--- src/rtl/bmu_pkg.sv ---
// ------------------------------------------------------------
// Bit-manipulation unit shared definitions
// Widths, buffer depth, operation encodings and the request
// word that travels from the issue stage to the execute stage
// ------------------------------------------------------------

package bmu_pkg;

    // ------------------------------------------------------------
    // Sizes
    // ------------------------------------------------------------

    // Data word width
    localparam int XLEN = 32;
    // Shift and bit index width
    localparam int SHAMT_W = $clog2(XLEN);
    // Count result, wide enough to hold XLEN itself
    localparam int CNT_W = 6;
    // Result buffer entries, also the initial upstream credits
    localparam int BUF_DEPTH = 4;
    localparam int BUF_PTR_W = $clog2(BUF_DEPTH);
    // Credit counter and fill level width
    localparam int CREDIT_W = 3;

    typedef logic [XLEN-1:0] bmu_word_t;

    // ------------------------------------------------------------
    // Operation encodings
    // ------------------------------------------------------------

    // Group selects which union member holds the sub-operation
    typedef enum logic [2:0] {
        GRP_SHADD,
        GRP_LOGIC,
        GRP_BITOP,
        GRP_COUNT,
        GRP_COMPARE,
        GRP_ROTATE,
        GRP_BYTEOP,
        GRP_EXTEND
    } bmu_group_e;

    typedef enum logic [2:0] { SH1ADD, SH2ADD, SH3ADD } bmu_shadd_e;
    typedef enum logic [2:0] { ANDN, ORN, XNOR } bmu_logic_e;
    // Bit index always comes from operand B, immediates included
    typedef enum logic [2:0] { BCLR, BEXT, BINV, BSET } bmu_bitop_e;
    typedef enum logic [2:0] { CLZ, CTZ, CPOP } bmu_count_e;
    typedef enum logic [2:0] { MIN, MINU, MAX, MAXU } bmu_compare_e;
    typedef enum logic [2:0] { ROL, ROR } bmu_rotate_e;
    typedef enum logic [2:0] { ORCB, REV8 } bmu_byteop_e;
    typedef enum logic [2:0] { SEXTB, SEXTH, ZEXTH } bmu_extend_e;

    // Same 3 bits, read through the member named by the group
    typedef union packed {
        bmu_shadd_e   shadd;
        bmu_logic_e   logic_op;
        bmu_bitop_e   bitop;
        bmu_count_e   count;
        bmu_compare_e compare;
        bmu_rotate_e  rotate;
        bmu_byteop_e  byteop;
        bmu_extend_e  extend;
    } bmu_subop_u;

    // Full operation code, 6 bits
    typedef struct packed {
        bmu_group_e group;
        bmu_subop_u subop;
    } bmu_op_t;

    // Request word, 70 bits
    typedef struct packed {
        bmu_op_t   op;
        bmu_word_t a;
        bmu_word_t b;
    } bmu_req_t;

endpackage
--- src/rtl/bmu_issue.sv ---
// ------------------------------------------------------------
// Bit-manipulation unit issue stage
// Registers accepted requests and conditions operand A so
// the execute stage needs no shifter for SHxADD and no
// trailing-zero logic for CTZ
// ------------------------------------------------------------

`timescale 1ns/1ps

module bmu_issue (
    input  logic              clk_i,
    input  logic              rst_n_i,
    input  logic              req_valid_i,
    input  bmu_pkg::bmu_req_t req_i,
    output logic              iss_valid_o,
    output bmu_pkg::bmu_req_t iss_req_o
);

    // Request with operand A already conditioned
    bmu_pkg::bmu_req_t req_prep;

    always_comb begin
        req_prep = req_i;
        if (req_i.op.group == bmu_pkg::GRP_SHADD) begin
            // Pre-shift so execute only adds
            case (req_i.op.subop.shadd)
                bmu_pkg::SH1ADD: req_prep.a = req_i.a << 1;
                bmu_pkg::SH2ADD: req_prep.a = req_i.a << 2;
                bmu_pkg::SH3ADD: req_prep.a = req_i.a << 3;
                default:         req_prep.a = req_i.a;
            endcase
        end else if (req_i.op.group == bmu_pkg::GRP_COUNT &&
                     req_i.op.subop.count == bmu_pkg::CTZ) begin
            // Trailing zeros become leading zeros after reversal
            for (int i = 0; i < bmu_pkg::XLEN; i++) begin
                req_prep.a[bmu_pkg::XLEN-1-i] = req_i.a[i];
            end
        end
    end

    always_ff @(posedge clk_i or negedge rst_n_i) begin
        if (!rst_n_i) begin
            iss_valid_o <= 1'b0;
        end else begin
            iss_valid_o <= req_valid_i;
        end
    end

    // Payload only loads on an accepted request
    always_ff @(posedge clk_i) begin
        if (req_valid_i) begin
            iss_req_o <= req_prep;
        end
    end

endmodule

--- config.mk ---
export PLATFORM = sky130hd
export DESIGN_NAME = bmu_issue
export DESIGN_NICKNAME = d
export VERILOG_FILES = /design/src/rtl/bmu_pkg.sv /design/src/rtl/bmu_issue.sv
export SDC_FILE = /design/constraint.sdc
export NUM_CORES = 1
export LEC_CHECK = 0
export BUFFER_PORTS_ARGS = -buffer_cell sky130_fd_sc_hd__clkbuf_2
export CAP_MARGIN = 20
export CORE_MARGIN = 2
export CORE_UTILIZATION = 50
export DETAILED_ROUTE_END_ITERATION = 12
export PLACE_DENSITY = 0.91
export SLEW_MARGIN = 20
export SYNTH_ARGS = -nofsm -noshare
export SYNTH_HDL_FRONTEND = slang
export SYNTH_SLANG_ARGS = --single-unit
export TNS_END_PERCENT = 20
--- constraint.sdc ---
create_clock -name clk_i -period 1.08 [get_ports clk_i]
set_input_delay 0.216 -clock clk_i [delete_from_list [all_inputs] [get_ports clk_i]]
set_output_delay 0.216 -clock clk_i [all_outputs]
set_load 0.01 [all_outputs]
---- Yosys cells after proc, flatten, opt, wreduce, memory -nomap -nowiden ----
Index checks and enable logic that the tools add are counted.
storage, ports and cells
  flip-flop bits (word level) ............. 71
  input port bits ......................... 73
  output and inout port bits .............. 71
  RAM bits ................................ 0
  latch bits .............................. 0
  logic and storage cells ................. 14
  memories kept ........................... 0
  bits in read-only memories .............. 0
cells by class
  reduce and logical (&&, ||, !) cells .... 3
  multiplexer cells ....................... 3
  eq/ne operators ......................... 3
  order comparisons ....................... 0
  bitwise operators ....................... 0
  multiply operators ...................... 0
  add/sub/neg operators ................... 0
  shifts and indexed selects .............. 0
  div/mod/pow operators ................... 0
operators by type and width
  operator              number
  $pmux W32 S3          1
  $mux W32              2
  $eq A3 B2 Y1 const B  2
  $logic_not A3 Y1      2
  $eq A3 B1 Y1 const B  1
  $logic_and A1 B1 Y1   1

---- Longest topological paths before layout ----
  depth in word-level cells ............... 4
  depth in mapped cells ................... 6
  mapped depth without buffers ............ 3

---- Worst setup path before layout ----
OpenSTA, ideal clock, no wires.
  path kind ............................... input to register
  from .................................... input req_i[65] (netlist bit)
  to ...................................... register iss_req_o[53] (netlist bit), data pin
  library setup time ...................... 0.258 ns
  data arrival time ....................... 1.233 ns
  slack ................................... -0.411 ns
  data required time ...................... 0.822 ns
  buffers on the path ..................... 3
  stages on the path ...................... 6
  cells stage by stage .................... buf_6 nor3_2 nand2_1 buf_2 buf_2 o221a_1
RTL lines
  element               line             source
  start, declared       bmu_issue.sv:14  input bmu_pkg::bmu_req_t req_i,
  end signal, assigned  bmu_issue.sv:52  iss_req_o <= req_prep;
  end, declared         bmu_issue.sv:16  output bmu_pkg::bmu_req_t iss_req_o

==> impl_metrics.json <==
{
  "status": "finished, violations left",
  "failed_checks": "setup timing",
  "routedWlPerCell_um": 18.6,
  "yosys-top-cells-area": "edfxtp_1 62%, mux2i_1 8.8%, o221a_2 6.6%",
  "cts.path.max_buffers": 2,
  "vias_per_cell": 5.89,
  "period_needed_ps": 1180,
  "drv_cap": 0,
  "h-tree-depth": 3,
  "ant_nets": 0,
  "cts_root_buf": "clkbuf_8",
  "syn_area_um2": 3400,
  "vias": 2785,
  "final_max_slew_viol_count": 0,
  "final_nets": 461,
  "cp_slowest_cell": "a211o_1",
  "p_int_mw": 4.92,
  "drc_errors": 0,
  "io_buffer_count": 143,
  "cp_max_fo": 8,
  "finalSetupViolations": 36,
  "grt_util_met1_pct": 25.1,
  "use_met3_pct": 5.52,
  "ys_ff_latch": 71,
  "fillers": 500,
  "placementRows": 30,
  "grt_pass1_wl_um": 12300,
  "diodes": 0,
  "power_frac_clock_pct": 32.3,
  "grt_max_degree": 43,
  "slew_headroom_pct": 75.6,
  "final_hold_viol_count": 0,
  "dieArea_um2": 7470,
  "ys_types": 26,
  "seqPwrFrac_pct": 51.2,
  "use_met2_pct": 37.6,
  "worst_ep_required_time_ps": 1280,
  "clk_pin_slew_ps": 70,
  "powerDensity_nw_per_um2": 1390,
  "worst_slack_ps": -101,
  "postSynthCellCount": 233,
  "fmax_mhz": 847,
  "syn_avg_cell_area_um2": 14.6,
  "start_util_pct": 50.8,
  "synth_seq_area_share_pct": 62.6,
  "p_leak_nw": 1.93,
  "crit_arrival_ps": 1380,
  "drive_above_1_share_pct": 52.7,
  "critPathLaunchType": "input port",
  "cpPeakStageDelay_ps": 270,
  "top_usage_layer": "met2",
  "design_area_um2": 4710,
  "synthToLayoutAreaGrowth_pct": 38.6,
  "die_height_um": 86.4,
  "yosys_warnings": 0,
  "path_cells": "buf_2 > a211o_1 > a211oi_4 > buf_6 > clkbuf_16 > o221a_1",
  "regArea_um2": 2130,
  "critPathCaptureType": "flip-flop",
  "finalCritPeriodShare_pct": 109,
  "synth_largest_area_cell": "edfxtp_1",
  "grt-ovfl-total": 0,
  "synth_top_area_share_pct": 61.9,
  "p_sw_share_pct": 24.9,
  "drtPass1Iterations": 5,
  "place_area_um2": 4280,
  "grt_pass1_vias": 2512,
  "rsz0062_at_grt": "true",
  "antenna_found_initial": 0,
  "utilization_pct": 70.4,
  "cts_buffers": 9,
  "finalWirelength_um": 8790,
  "place_congestion": 0.819,
  "io_pins": 144,
  "multiInputGateArea_um2": 1230,
  "die_w_um": 86.4,
  "grt.total_usage_pct": 21.6,
  "cts.sinks": 71,
  "dpl.cell_count": 448,
  "drt_iter0_markers": 306,
  "ir_drop_uv": 585,
  "core_area_um2": 6680,
  "hold_class": "in2reg",
  "layout.cells.non_filler": 473,
  "preCtsSetupSlack_ps": -463,
  "syn_nets": 306,
  "dpl.hpwl_um": 5840,
  "worst-setup-path-type": "in2reg",
  "max_slew.worst_pin.slew_ps": 366,
  "switchingPower_mw": 1.63,
  "cts_tree": "yes",
  "p_comb_share_pct": 16.6
}
power groups by stage:
stage          sequential [mW]  combinational, mW  clock (mW)
2_1_floorplan             3.54              0.325           0
3_3_place_gp              3.41              0.969           0
3_5_place_dp              3.41               1.00           0
4_1_cts                   3.35               1.01        2.16
5_1_grt                   3.37               1.17        2.28
6_report                  3.35               1.08        2.11
flip-flops by register name, indices dropped and copies added (netlist names):
register,count
iss_req_o,70
iss_valid_o,1
cell usage in the layout (no fill, tap or decap), drive strengths merged, types with 2 or more instances in the layout:
| cell | count |
|---|---|
| o21ai | 30 |
| clkinv | 4 |
| a21o | 2 |
| o221a | 30 |
| edfxtp | 70 |
| mux2i | 30 |
| inv | 3 |
| buf | 30 |
| a211oi | 2 |
| clkbuf | 147 |
| o211ai | 28 |
| nand3 | 3 |
worst paths after layout:
path	startpoint	to	slack, ps	depth (start not counted)
max in group asynchronous	rst_n_i	iss_valid_o	790	2
setup / recovery	req_i[68]	iss_req_o[57]	-100	6
min in group asynchronous	rst_n_i	iss_valid_o	210	2
hold / removal	req_i[18]	iss_req_o[18]	50	1
synth_stat cells:
| cell type | n |
|---|---|
| a31oi_1 | 1 |
| a211oi_1 | 1 |
| inv_1 | 3 |
| buf_6 | 4 |
| dfrtp_1 | 1 |
| nand3_1 | 3 |
| a211oi_4 | 1 |
| and3_1 | 1 |
| nor3_2 | 1 |
| a21o_1 | 2 |
| edfxtp_1 | 70 |
| o221a_2 | 20 |
| buf_2 | 7 |
| o221a_1 | 10 |
| nor4_1 | 1 |
| mux2i_1 | 30 |
| clkbuf_1 | 12 |
| nand4b_1 | 1 |
| nor2_1 | 1 |
| nand2_1 | 1 |
| or3_1 | 1 |
| o311ai_1 | 1 |
| o21ai_0 | 30 |
| nor4b_1 | 1 |
| o211ai_1 | 28 |
| a211o_1 | 1 |
metal layers:
layer / part of all wire (%) / routed length, um
met2: 51 / 4510
met4: 1.9 / 167
met1: 39 / 3430
met3: 7.8 / 684
met5: 0 / 0
area by class of cell:
type                            count  area share [%]
Clock inverter                      5            1.22
Timing Repair Buffer              167            22.0
Inverter                            3           0.239
Multi-Input combinational cell    136            26.2
Clock buffer                       11            3.00
Tap cell                           80            2.13
Sequential cell                    71            45.2
stage by stage:
step                      power (mW)  setup TNS [ps]  hold WS, ps
after floorplan                 3.86          -10320        -79.6
after global placement          4.38          -11520        -8.16
after detailed placement        4.42          -13030        -5.82
after global routing            6.81           -4320         30.1
final                           6.55           -2490         54.1
after CTS                       6.53           -1860         35.0
cells by family (layout without fill, tap and decap cells):
family | Yosys count | count (layout) | synth area share, %
compound gates | 95 | 95 | 22.5
flops | 71 | 71 | 62.6
mux | 30 | 30 | 8.84
buf+inv | 26 | 186 | 4.01
simple gates | 11 | 11 | 2.03
timing repair:
action | CTS | global route
hold endpoints to repair | 1 | 0
setup buffers | 0 | 3
resized for setup | 1 | 36
pin swaps | 0 | 6
cloned | 0 | 5
setup endpoints to repair | 51 | 95
hold buffers | 1 | 0
worst max-delay path, delay by kind of cell:
family	cells	cell delay, ps
buffers and inverters	3	450
AOI/OAI and AO/OA	3	700
Power figures use the tool's default switching activity.
