File: src/rtl/bmu_pkg.sv
// ------------------------------------------------------------
// Bit-manipulation unit shared definitions
// Widths, buffer depth, operation encodings and the request
// word that travels from the issue stage to the execute stage
// ------------------------------------------------------------

package bmu_pkg;

    // ------------------------------------------------------------
    // Sizes
    // ------------------------------------------------------------

    // Data word width
    localparam int XLEN = 32;
    // Shift and bit index width
    localparam int SHAMT_W = $clog2(XLEN);
    // Count result, wide enough to hold XLEN itself
    localparam int CNT_W = 6;
    // Result buffer entries, also the initial upstream credits
    localparam int BUF_DEPTH = 4;
    localparam int BUF_PTR_W = $clog2(BUF_DEPTH);
    // Credit counter and fill level width
    localparam int CREDIT_W = 3;

    typedef logic [XLEN-1:0] bmu_word_t;

    // ------------------------------------------------------------
    // Operation encodings
    // ------------------------------------------------------------

    // Group selects which union member holds the sub-operation
    typedef enum logic [2:0] {
        GRP_SHADD,
        GRP_LOGIC,
        GRP_BITOP,
        GRP_COUNT,
        GRP_COMPARE,
        GRP_ROTATE,
        GRP_BYTEOP,
        GRP_EXTEND
    } bmu_group_e;

    typedef enum logic [2:0] { SH1ADD, SH2ADD, SH3ADD } bmu_shadd_e;
    typedef enum logic [2:0] { ANDN, ORN, XNOR } bmu_logic_e;
    // Bit index always comes from operand B, immediates included
    typedef enum logic [2:0] { BCLR, BEXT, BINV, BSET } bmu_bitop_e;
    typedef enum logic [2:0] { CLZ, CTZ, CPOP } bmu_count_e;
    typedef enum logic [2:0] { MIN, MINU, MAX, MAXU } bmu_compare_e;
    typedef enum logic [2:0] { ROL, ROR } bmu_rotate_e;
    typedef enum logic [2:0] { ORCB, REV8 } bmu_byteop_e;
    typedef enum logic [2:0] { SEXTB, SEXTH, ZEXTH } bmu_extend_e;

    // Same 3 bits, read through the member named by the group
    typedef union packed {
        bmu_shadd_e   shadd;
        bmu_logic_e   logic_op;
        bmu_bitop_e   bitop;
        bmu_count_e   count;
        bmu_compare_e compare;
        bmu_rotate_e  rotate;
        bmu_byteop_e  byteop;
        bmu_extend_e  extend;
    } bmu_subop_u;

    // Full operation code, 6 bits
    typedef struct packed {
        bmu_group_e group;
        bmu_subop_u subop;
    } bmu_op_t;

    // Request word, 70 bits
    typedef struct packed {
        bmu_op_t   op;
        bmu_word_t a;
        bmu_word_t b;
    } bmu_req_t;

endpackage
File: src/rtl/bmu_result_buffer.sv
// ------------------------------------------------------------
// Bit-manipulation unit result buffer
// FIFO of finished results, released one per downstream
// credit; each release hands one credit back upstream
// ------------------------------------------------------------

`timescale 1ns/1ps

module bmu_result_buffer (
    input  logic               clk_i,
    input  logic               rst_n_i,
    input  logic               exe_valid_i,
    input  bmu_pkg::bmu_word_t exe_result_i,
    input  logic               credit_i,
    output logic               result_valid_o,
    output logic               credit_o,
    output bmu_pkg::bmu_word_t result_o
);

    localparam int PTR_W = bmu_pkg::BUF_PTR_W;
    localparam int CRD_W = bmu_pkg::CREDIT_W;

    // Result storage
    bmu_pkg::bmu_word_t mem [bmu_pkg::BUF_DEPTH];

    logic [PTR_W-1:0] wr_ptr;
    logic [PTR_W-1:0] rd_ptr;
    // Fill level from 0 to BUF_DEPTH
    logic [CRD_W-1:0] fill;
    // Grants received from downstream and not yet used
    logic [CRD_W-1:0] ds_credits;
    logic             send;

    // ------------------------------------------------------------
    // Send side
    // ------------------------------------------------------------

    // Head leaves whenever a result and a credit are both held
    assign send           = (fill != '0) && (ds_credits != '0);
    assign result_valid_o = send;
    assign credit_o       = send;
    assign result_o       = mem[rd_ptr];

    // ------------------------------------------------------------
    // FIFO state
    // ------------------------------------------------------------

    // Upstream credits keep writes from ever hitting a full FIFO
    always_ff @(posedge clk_i) begin
        if (exe_valid_i) begin
            mem[wr_ptr] <= exe_result_i;
        end
    end

    always_ff @(posedge clk_i or negedge rst_n_i) begin
        if (!rst_n_i) begin
            wr_ptr <= '0;
            rd_ptr <= '0;
            fill   <= '0;
        end else begin
            if (exe_valid_i) begin
                wr_ptr <= wr_ptr + 1'b1;
            end
            if (send) begin
                rd_ptr <= rd_ptr + 1'b1;
            end
            // Write and send in one cycle leave the level unchanged
            if (exe_valid_i && !send) begin
                fill <= fill + 1'b1;
            end else if (!exe_valid_i && send) begin
                fill <= fill - 1'b1;
            end
        end
    end

    // ------------------------------------------------------------
    // Downstream credit counter
    // ------------------------------------------------------------

    always_ff @(posedge clk_i or negedge rst_n_i) begin
        if (!rst_n_i) begin
            ds_credits <= '0;
        end else if (credit_i && !send) begin
            // Holds at the top instead of wrapping to zero
            if (ds_credits != '1) begin
                ds_credits <= ds_credits + 1'b1;
            end
        end else if (!credit_i && send) begin
            ds_credits <= ds_credits - 1'b1;
        end
    end

endmodule

File: config.mk
export PLATFORM = sky130hd
export DESIGN_NAME = bmu_result_buffer
export DESIGN_NICKNAME = d
export VERILOG_FILES = /design/src/rtl/bmu_pkg.sv /design/src/rtl/bmu_result_buffer.sv
export SDC_FILE = /design/constraint.sdc
export NUM_CORES = 1
export LEC_CHECK = 0
export BUFFER_PORTS_ARGS = -buffer_cell sky130_fd_sc_hd__buf_2
export CAP_MARGIN = 20
export CORE_MARGIN = 4
export CORE_UTILIZATION = 33
export CTS_CLUSTER_SIZE = 16
export DETAILED_ROUTE_END_ITERATION = 16
export PLACE_DENSITY = 0.57
export RECOVER_POWER = 100
export SYNTH_ARGS = -nofsm -noshare
export SYNTH_HDL_FRONTEND = slang
export SYNTH_SLANG_ARGS = --single-unit
File: constraint.sdc
create_clock -name clk_i -period 3.25 [get_ports clk_i]
set_input_delay 0.975 -clock clk_i [delete_from_list [all_inputs] [get_ports clk_i]]
set_output_delay 0.975 -clock clk_i [all_outputs]
set_load 0.05 [all_outputs]
# ---- After elaboration in Yosys (flattened, before gate mapping)
# Memories as Yosys holds them, arrays and structs flattened.
# Index checks and enable logic that the tools add are counted.
dict set report totals {
  reg_bits 10
  n_memories 1
  elab_cells 33
  ram_bits 128
  in_bits 36
  output_inout_bits 34
}
dict set report classes {
  eq_ne 2
  n_mux 7
  n_addsub 6
  n_reduce_logical 13
}
# memory depth width rd rd_ports_with_merged_regs wr line
set memory_table {}
lappend memory_table {mem 4 32 1 0 1 bmu_result_buffer.sv:24} ;# bmu_pkg::bmu_word_t mem [bmu_pkg::BUF_DEPTH];
# cell n
set op_table {}
lappend op_table {{$mux W3} 5}
lappend op_table {{$add A3 B1 Y3 const B} 2}
lappend op_table {{$reduce_bool A3 Y1} 2}
lappend op_table {{$sub A3 B1 Y3 const B} 2}
lappend op_table {{$logic_and A1 B1 Y1} 5}
lappend op_table {{$add A2 B1 Y2 const B} 2}
lappend op_table {{$reduce_bool A2 Y1} 2}
lappend op_table {{$logic_not A1 Y1} 3}
lappend op_table {{$ne A3 B3 Y1 const B} 1}
lappend op_table {{$mux W1} 2}
lappend op_table {{$ne A2 B1 Y1 const B} 1}
lappend op_table {{$reduce_and A2 Y1} 1}

# ---- Logic depth before layout (Yosys ltp)
# Gate-level depths: netlist of run 1.
dict set report depth {
  depth_word 6
  mapped_depth 10
  mapped_depth_nobuf 8
}

# ---- Worst setup path before layout of run 1
# Ideal clock, no wire load.
dict set report synth_timing {
  kind {reg2out}
  from {register fill[0]}
  to {output port result_valid_o}
  n_path_buf 3
  required_ps 2275
  setup_slack_ps 625
  arrival_ps 1650
  path_stages_with_launch 7
  cell_sequence {dfrtp_1 -> buf_6 -> or3_1 -> buf_6 -> o31ai_4 -> inv_1 -> buf_4}
}
dict set report synth_via {
  elab_chain_cells 2
}
# item line
set synth_lines {}
lappend synth_lines {{from (decl)} bmu_result_buffer.sv:29} ;# logic [CRD_W-1:0] fill;
lappend synth_lines {{from (signal assigned)} bmu_result_buffer.sv:69} ;# fill <= fill + 1'b1;
lappend synth_lines {{from (signal assigned)} bmu_result_buffer.sv:71} ;# fill <= fill - 1'b1;
lappend synth_lines {{$reduce_bool A3 Y1} bmu_result_buffer.sv:39} ;# assign send = (fill != '0) && (ds_credits != '0);
lappend synth_lines {{$logic_and A1 B1 Y1} bmu_result_buffer.sv:39}
lappend synth_lines {{to (decl)} bmu_result_buffer.sv:15} ;# output logic result_valid_o,
# Every way passes these cells.

# ---- Final worst setup path of run 1
dict set report layout_timing {
  from {register rd_ptr[0]}
  to {output port result_o[23]}
}
dict set report layout_via {
  elab_chain_cells 1
}
# item line
set layout_lines {}
lappend layout_lines {{from (decl)} bmu_result_buffer.sv:27} ;# logic [PTR_W-1:0] rd_ptr;
lappend layout_lines {{from (signal assigned)} bmu_result_buffer.sv:65} ;# rd_ptr <= rd_ptr + 1'b1;
lappend layout_lines {{$mem_v2 Z4 W32} -}
lappend layout_lines {{to (decl)} bmu_result_buffer.sv:17} ;# output bmu_pkg::bmu_word_t result_o
# Every way passes these cells.

==> results of run 1 <==
## flip-flops by register name, summed over array words and instances, names as in the netlist
| register | cells |
|---|---|
| ds_credits | 3 |
| fill | 3 |
| wr_ptr | 2 |
| mem | 128 |
| rd_ptr | 2 |
## worst max-delay path: stages (launching register included)
cell	delay [ns]
dfrtp_2	0.52
buf_12	0.30
mux4_2	0.57
clkbuf_2	0.26
## power by group through the flow
stage	clock, W	combinational (W)	sequential, W
6_report	0.00180	0.00261	0.00258
5_1_grt	0.00193	0.00279	0.00263
4_1_cts	0.00185	0.00273	0.00259
3_5_place_dp	0	0.00272	0.00263
3_3_place_gp	0	0.00270	0.00261
2_1_floorplan	0	0.00225	0.00247
## logic make-up (layout without fill, tap and decap cells)
family | Yosys count | in the layout
DFF | 138 | 138
buffers and inverters | 20 | 114
xor gates and xnor gates | 6 | 6
AOI/OAI and AO/OA | 18 | 18
adders and majority gates | 7 | 7
and+or+nand+nor | 21 | 21
muxes | 34 | 34
## worst max path at each step
stage                         start             end  depth (start not counted)
after floorplan             fill[0]  result_valid_o                          6
after global placement    rd_ptr[0]    result_o[23]                          3
after detailed placement  rd_ptr[0]     result_o[1]                          3
after CTS                 rd_ptr[0]    result_o[23]                          3
after global routing        fill[0]        credit_o                          4
final                     rd_ptr[0]    result_o[23]                          3
## final cells by class
cell class                      instances  area [um2]
Inverter                                5        18.8
Clock buffer                           17         425
Fill cell                            1444        9470
Tap cell                              216         270
Timing Repair Buffer                   77         368
Sequential cell                       138        4100
Multi-Input combinational cell         86        1160
Clock inverter                         15         133
## per-layer routing
layer	routed length (um)	share of wire (%)	track usage, %	vias to the layer above
met5	0	0	0	-
met4	97	0.99	4.03	0
li1	-	-	-	1174
met2	4910	50	19.0	66
met3	558	5.7	4.26	10
met1	4230	43	14.5	1348
## through the flow
| stage | total power (W) | area [um2] | hold WS, ns | utilization [%] | worst slack, ns |
|---|---|---|---|---|---|
| after floorplan | 0.00472 | 5400 | 0.494 | - | 0.625 |
| after global placement | 0.00532 | 6040 | 0.517 | 37.9 | 0.626 |
| after CTS | 0.00717 | 6600 | 0.416 | 41.4 | 0.166 |
| final | 0.00698 | 6470 | 0.541 | 40.6 | 0.213 |
| after global routing | 0.00735 | 6470 | 0.564 | 40.6 | 0.0676 |
| after detailed placement | 0.00535 | 6040 | 0.531 | 37.9 | 0.628 |
## cells in the final DEF (no fill, tap or decap), types with 3 or more instances in the layout
master	count
xnor2_1	3
clkbuf_16	17
nand2_1	5
dfrtp_1	9
clkinv_1	6
xor2_1	3
mux4_2	32
and2_0	4
clkinvlp_4	3
buf_2	4
ha_1	5
clkbuf_2	33
edfxtp_1	128
inv_1	5
clkbuf_1	38
==> impl_metrics.py, run 1 <==
metrics = {
    "run_status": {
        "status": "finished clean",
    },
    "yosys": {
        "synth_top_cells_by_area": "edfxtp_1, mux4_2, dfrtp_1, ha_1, fa_1",
        "synth_top_family_by_area": "multiplexers",
        "synth.most_common_cell": "edfxtp_1",
        "synth_area_leader_cell": "edfxtp_1",
        "ys_async_sr_fraction_pct": 7.25,
        "synth.area.mux_share_pct": 13.8,
        "synthAdderAreaFrac_pct": 1.90,
        "synth_top_area_share_pct": 71.2,
        "synth.avg_cell_area_um2": 22.1,
        "synth_compound_area_share_pct": 3.25,
        "synth_flop_cell": "edfxtp_1",
        "ys_top_cells_by_count": "edfxtp_1, mux4_2, dfrtp_1",
        "synth-simple-area-share_pct": 2.18,
        "ys_seq_area_share_pct": 75.9,
        "synth_area_um2": 5400,
        "synth_seq_cells": 138,
        "synth_cells": 244,
        "synth_xor_area_share_pct": 0.974,
        "synth_nets": 287,
        "synth_cell_types": 36,
        "synth_edf_count": 128,
        "yosysWarnings": 0,
    },
    "power_and_ir_drop": {
        "p_int_w": 0.00431,
        "clkPwrFrac_pct": 25.7,
        "power_switching_w": 0.00267,
        "p_leak_nw": 2.16,
        "comb_power_share_pct": 37.4,
        "switching_share_pct": 38.2,
        "vdd_ir_drop_max_mv": 0.407,
        "power.density_nw_per_um2": 1080,
        "p_seq_share_pct": 36.9,
    },
    "cts": {
        "postCtsSetupRepairBufs": 0,
        "cts_hold_buffers": 0,
        "worstSkewPairLatency_ns": 0.41,
        "clk_pin_slew_ns": 0.06,
        "cts_resized": 0,
        "cts_buffer_depth": 2,
        "root_buffer": "clkbuf_16",
        "cts_made_buffers": 17,
        "clock-sinks": 138,
        "h-tree-depth": 4,
        "cts_tree": "built",
    },
    "floorplan": {
        "rows": 46,
        "initial_core_util_pct": 33.8,
        "core_area_um2": 15900,
        "dieWidth_um": 136,
        "dieArea_um2": 18500,
        "io_pins": 70,
        "die_height_um": 136,
    },
    "sta": {
        "fmax_ghz": 0.329,
        "slew_headroom_pct": 18.2,
        "period_share_pct": 93.4,
        "rsz0062_at_grt": "no",
        "setup_viol": 0,
        "hold_viol": 0,
        "worst_slew_pin_slew_ns": 1.23,
        "min_period_ns": 3.04,
        "finalClockSkew_ns": 0.00879,
        "drv_slew": 0,
        "fin_setup_tns_ns": 0,
    },
    "detailed_routing": {
        "drtIter0Drc": 139,
        "firstDrtPassIters": 6,
        "wl_um": 9800,
        "num_vias": 2598,
        "viasPerCell": 4.69,
        "drc_errors": 0,
        "wl_per_cell_um": 17.7,
        "ant_nets": 0,
    },
    "grt": {
        "grt_overflow": 0,
        "grt_max_degree": 29,
        "grtUsageTotal_pct": 11.7,
        "grt_pass1_vias": 2854,
        "antenna_found_initial": 0,
        "grt_pass1_wl_um": 15700,
    },
    "layout": {
        "finalNonFillerCells": 554,
        "nets": 368,
        "antenna_cells": 0,
        "drive_above_1_share_pct": 29.9,
        "synthToLayoutAreaGrowth_pct": 20.0,
    },
    "critical_path": {
        "crit_arrival_ns": 2.06,
        "reg2reg_from": "fill[0]",
        "critical_path_class": "reg -> out",
        "critPathLaunchType": "flop",
        "cp-end-kind": "primary output",
        "timing.rr.end": "ds_credits[2]",
        "rrSetupSlack_ns": 0.55,
        "worst-r2r-cell-count": 7,
        "crit_required_ns": 2.27,
        "cp_max_fo": 28,
    },
    "hold_path": {
        "hold_path_class": "reg -> reg",
        "min_to": "wr_ptr[0]",
        "whs_path_depth": 1,
        "min_from": "wr_ptr[0]",
    },
    "placed_design": {
        "dp_cells": 522,
        "port_buffers": 69,
        "hpwl_um": 6290,
        "gp_congestion": 0.721,
    },
    "run": {
        "maxCapViolations": 0,
    },
}
Note: power is estimated with default switching activity, not from simulation.
==> inputs of run 2 (changes only) <==
--- a/config.mk
+++ b/config.mk
@@ -11,6 +11,8 @@
 export CORE_UTILIZATION = 33
 export CTS_CLUSTER_SIZE = 16
 export DETAILED_ROUTE_END_ITERATION = 16
+export GPL_TIMING_DRIVEN = 1
+export MAX_ROUTING_LAYER = met4
 export PLACE_DENSITY = 0.57
 export RECOVER_POWER = 100
 export SYNTH_ARGS = -nofsm -noshare
==> impl_metrics.py, run 2 <==
metrics = {
    "floorplan": {
        "die_height_um": 136,
        "rows": 46,
        "io_pins": 70,
        "initial_core_util_pct": 33.8,
        "dieWidth_um": 136,
    },
    "cts": {
        "root_buffer": "clkbuf_16",
        "cts_resized": 0,
        "cts_buffer_depth": 2,
        "clock-sinks": 138,
        "postCtsSetupRepairBufs": 0,
        "cts_hold_buffers": 0,
        "h-tree-depth": 4,
        "cts_made_buffers": 17,
    },
    "grt": {
        "grt_max_degree": 29,
        "grtUsageTotal_pct": 12.0,
        "grt_pass1_wl_um": 15700,
        "grt_overflow": 0,
        "grt_pass1_vias": 2852,
        "antenna_found_initial": 0,
    },
    "yosys": {
        "synth_nets": 287,
        "synth.avg_cell_area_um2": 22.1,
        "synth_top_area_share_pct": 71.2,
        "synth_top_family_by_area": "multiplexers",
        "synth_area_um2": 5400,
        "synth_cells": 244,
        "synth.most_common_cell": "edfxtp_1",
        "synth_compound_area_share_pct": 3.25,
        "synth_seq_cells": 138,
        "synth-simple-area-share_pct": 2.18,
        "ys_top_cells_by_count": "edfxtp_1, mux4_2, dfrtp_1",
        "synth_top_cells_by_area": "edfxtp_1, mux4_2, dfrtp_1, ha_1, fa_1",
        "yosysWarnings": 0,
        "synthAdderAreaFrac_pct": 1.90,
        "ys_async_sr_fraction_pct": 7.25,
        "synth_flop_cell": "edfxtp_1",
        "synth.area.mux_share_pct": 13.8,
        "synth_edf_count": 128,
        "synth_area_leader_cell": "edfxtp_1",
        "synth_cell_types": 36,
        "ys_seq_area_share_pct": 75.9,
        "synth_xor_area_share_pct": 0.974,
    },
    "placed_design": {
        "gp_congestion": 0.730,
        "hpwl_um": 6290,
        "placed_cell_area_um2": 6040,
        "port_buffers": 69,
        "dp_cells": 522,
    },
    "run_status": {
        "stop_error": "[ERROR DRT-0255] Maze Route cannot find path of net clk_i in worker of routeBox ( 96600 0 ) ( 135865 48300 ).",
        "haltStage": "detailed routing (5_2_route)",
        "status": "did not finish",
    },
}
[run 2: per-stage QoR]
step	hold WS, ns	util, %	setup WS [ns]
floorplan	0.494	-	0.625
global placement	0.517	37.9	0.626
detailed placement	0.531	37.9	0.628
CTS	0.416	41.4	0.166
global route	0.564	40.6	0.0638
[run 2: kinds of logic after synthesis]
kind of cell / after synthesis
xor+xnor: 6
fa+ha+maj: 7
mux: 34
compound gates: 18
simple gates: 21
flops: 138
buf+inv: 20
[run 2: per-layer routing]
metal / track usage [%]
met1: 14.6
met2: 18.9
met3: 4.22
met4: 3.86
met5: -
==> inputs of run 3 (changes only) <==
--- a/config.mk
+++ b/config.mk
@@ -8,12 +8,10 @@
 export BUFFER_PORTS_ARGS = -buffer_cell sky130_fd_sc_hd__buf_2
 export CAP_MARGIN = 20
 export CORE_MARGIN = 4
-export CORE_UTILIZATION = 33
-export CTS_CLUSTER_SIZE = 16
+export CORE_UTILIZATION = 20
 export DETAILED_ROUTE_END_ITERATION = 16
 export GPL_TIMING_DRIVEN = 1
-export MAX_ROUTING_LAYER = met4
-export PLACE_DENSITY = 0.57
+export PLACE_DENSITY_LB_ADDON = 0.15
 export RECOVER_POWER = 100
 export SYNTH_ARGS = -nofsm -noshare
 export SYNTH_HDL_FRONTEND = slang
==> impl_metrics.py, run 3 (same netlist as run 1, synthesis figures left out) <==
metrics = {
    "run_status": {
        "status": "finished clean",
    },
    "hold_path": {
        "hold_path_class": "reg -> reg",
        "min_from": "wr_ptr[0]",
        "min_to": "wr_ptr[0]",
        "whs_path_depth": 1,
    },
    "critical_path": {
        "timing.rr.end": "mem[2][6]",
        "critical_path_class": "reg -> out",
        "cp_cell_sequence": "clkbuf_2, mux4_2, clkbuf_2",
        "reg2reg_from": "wr_ptr[0]",
        "critPathLaunchType": "flop",
        "critPathBufInv": 2,
        "crit_required_ns": 2.27,
        "worst-r2r-cell-count": 4,
        "crit_arrival_ns": 2.04,
        "cp_common_cell": "clkbuf_2",
        "crit_path_top_delay_cell": "dfrtp_2",
        "cp_max_fo": 12,
        "cp_top_family": "buffers and inverters",
        "critical-path-max-stage-delay_ns": 0.60,
        "cp-end-kind": "primary output",
        "rrSetupSlack_ns": 0.65,
    },
    "cts": {
        "postCtsSetupRepairBufs": 0,
        "cts_made_buffers": 17,
        "cts_hold_buffers": 0,
        "clock-sinks": 138,
        "worstSkewPairLatency_ns": 0.41,
        "cts_buffer_depth": 2,
        "cts_tree": "built",
        "clk_pin_slew_ns": 0.06,
        "h-tree-depth": 4,
        "cts_resized": 0,
        "root_buffer": "clkbuf_16",
    },
    "grt": {
        "antenna_found_initial": 1,
        "grt_max_degree": 33,
        "grt_overflow": 0,
        "grtUsageTotal_pct": 8.74,
        "grt_pass1_vias": 2925,
        "grt_pass1_wl_um": 18400,
    },
    "detailed_routing": {
        "ant_nets": 0,
        "drtIter0Drc": 152,
        "wl_um": 12100,
        "num_vias": 2631,
        "drc_errors": 0,
        "wl_per_cell_um": 17.9,
        "firstDrtPassIters": 4,
        "viasPerCell": 3.88,
    },
    "placed_design": {
        "hpwl_um": 7760,
        "placed_cell_area_um2": 6190,
        "gp_congestion": 0.696,
        "port_buffers": 69,
        "dp_slack_ns": 0.679,
    },
    "layout": {
        "synthToLayoutAreaGrowth_pct": 23.9,
        "largest_reg_flops": 128,
        "reg_top3": "mem (128), ds_credits (3), fill (3)",
        "nets": 373,
        "top_register": "mem",
        "final_cell_mix": "edfxtp_1, clkbuf_1, mux4_2",
        "final_common_cell": "edfxtp_1",
        "drive_above_1_share_pct": 31.5,
        "final_cell_area_um2": 6680,
        "antenna_cells": 0,
    },
    "sta": {
        "slew_headroom_pct": 7.77,
        "setup_ws_ns": 0.237,
        "min_period_ns": 3.01,
        "worst_slew_pin_slew_ns": 1.38,
        "hold_ws_ns": 0.532,
        "fmax_ghz": 0.332,
        "period_share_pct": 92.7,
        "rsz0062_at_grt": "no",
        "fin_setup_tns_ns": 0,
        "hold_viol": 0,
        "finalClockSkew_ns": 0.00503,
        "setup_viol": 0,
        "drv_slew": 0,
    },
    "power_and_ir_drop": {
        "p_leak_nw": 2.19,
        "vdd_ir_drop_max_mv": 0.388,
        "power.density_nw_per_um2": 1080,
    },
    "floorplan": {
        "dieArea_um2": 29700,
        "core_area_um2": 26300,
        "rows": 59,
        "initial_core_util_pct": 20.5,
        "die_height_um": 172,
        "dieWidth_um": 172,
        "io_pins": 70,
    },
    "run": {
        "maxCapViolations": 0,
    },
}
[run 3: per-stage QoR]
stage	util, %	std cells	total power, W
4_1_cts	25.8	678	0.00746
6_report	25.4	678	0.00723
3_3_place_gp	23.5	646	0.00547
3_5_place_dp	23.5	646	0.00547
5_1_grt	25.4	678	0.00765
2_1_floorplan	-	244	0.00472
[run 3: worst max-delay path by stage]
stage	startpoint	to	slack, ns	cells past startpoint
finish	rd_ptr[1]	result_o[27]	0.24	3
floorplan	fill[0]	result_valid_o	0.63	6
detailed placement	credit_i	ds_credits[2]	0.68	6
CTS	rd_ptr[0]	result_o[10]	0.27	3
global route	rd_ptr[1]	result_o[27]	0.12	3
global placement	rd_ptr[1]	result_o[30]	0.72	3
[run 3: layout make-up]
type                       count  area (um2)
fill                        2709       19600
sequential                   138        4100
multi-input combinational     86        1180
clock buffer                  17         425
tap                          335         419
timing repair buffer          82         378
clock inverter                15         168
inverter                       5        18.8
[run 3: per-layer routing]
metal  track usage (%)  vias to the layer above  part of all wire (%)
met1              11.0                     1367                    44
li1                  -                     1183                     -
met2              13.9                       65                    49
met3              3.36                       14                   5.6
met5                 0                        -                  0.11
met4              2.87                        2                   1.2
[run 3: worst reg2reg max path, delay by kind of cell, from the launching register on]
kind | cells | cell delay, ns
adder cells (fa/ha/maj) | 1 | 0.13
buffers and inverters | 2 | 0.64
flip-flops | 1 | 0.42
AND/OR/NAND/NOR | 1 | 1.04
[run 3: report_power, final]
part	internal [W]	total [W]	switching, W
combinational	0.000860	0.00274	0.00188
sequential	0.00235	0.00255	0.000198
clock	0.00115	0.00194	0.000795
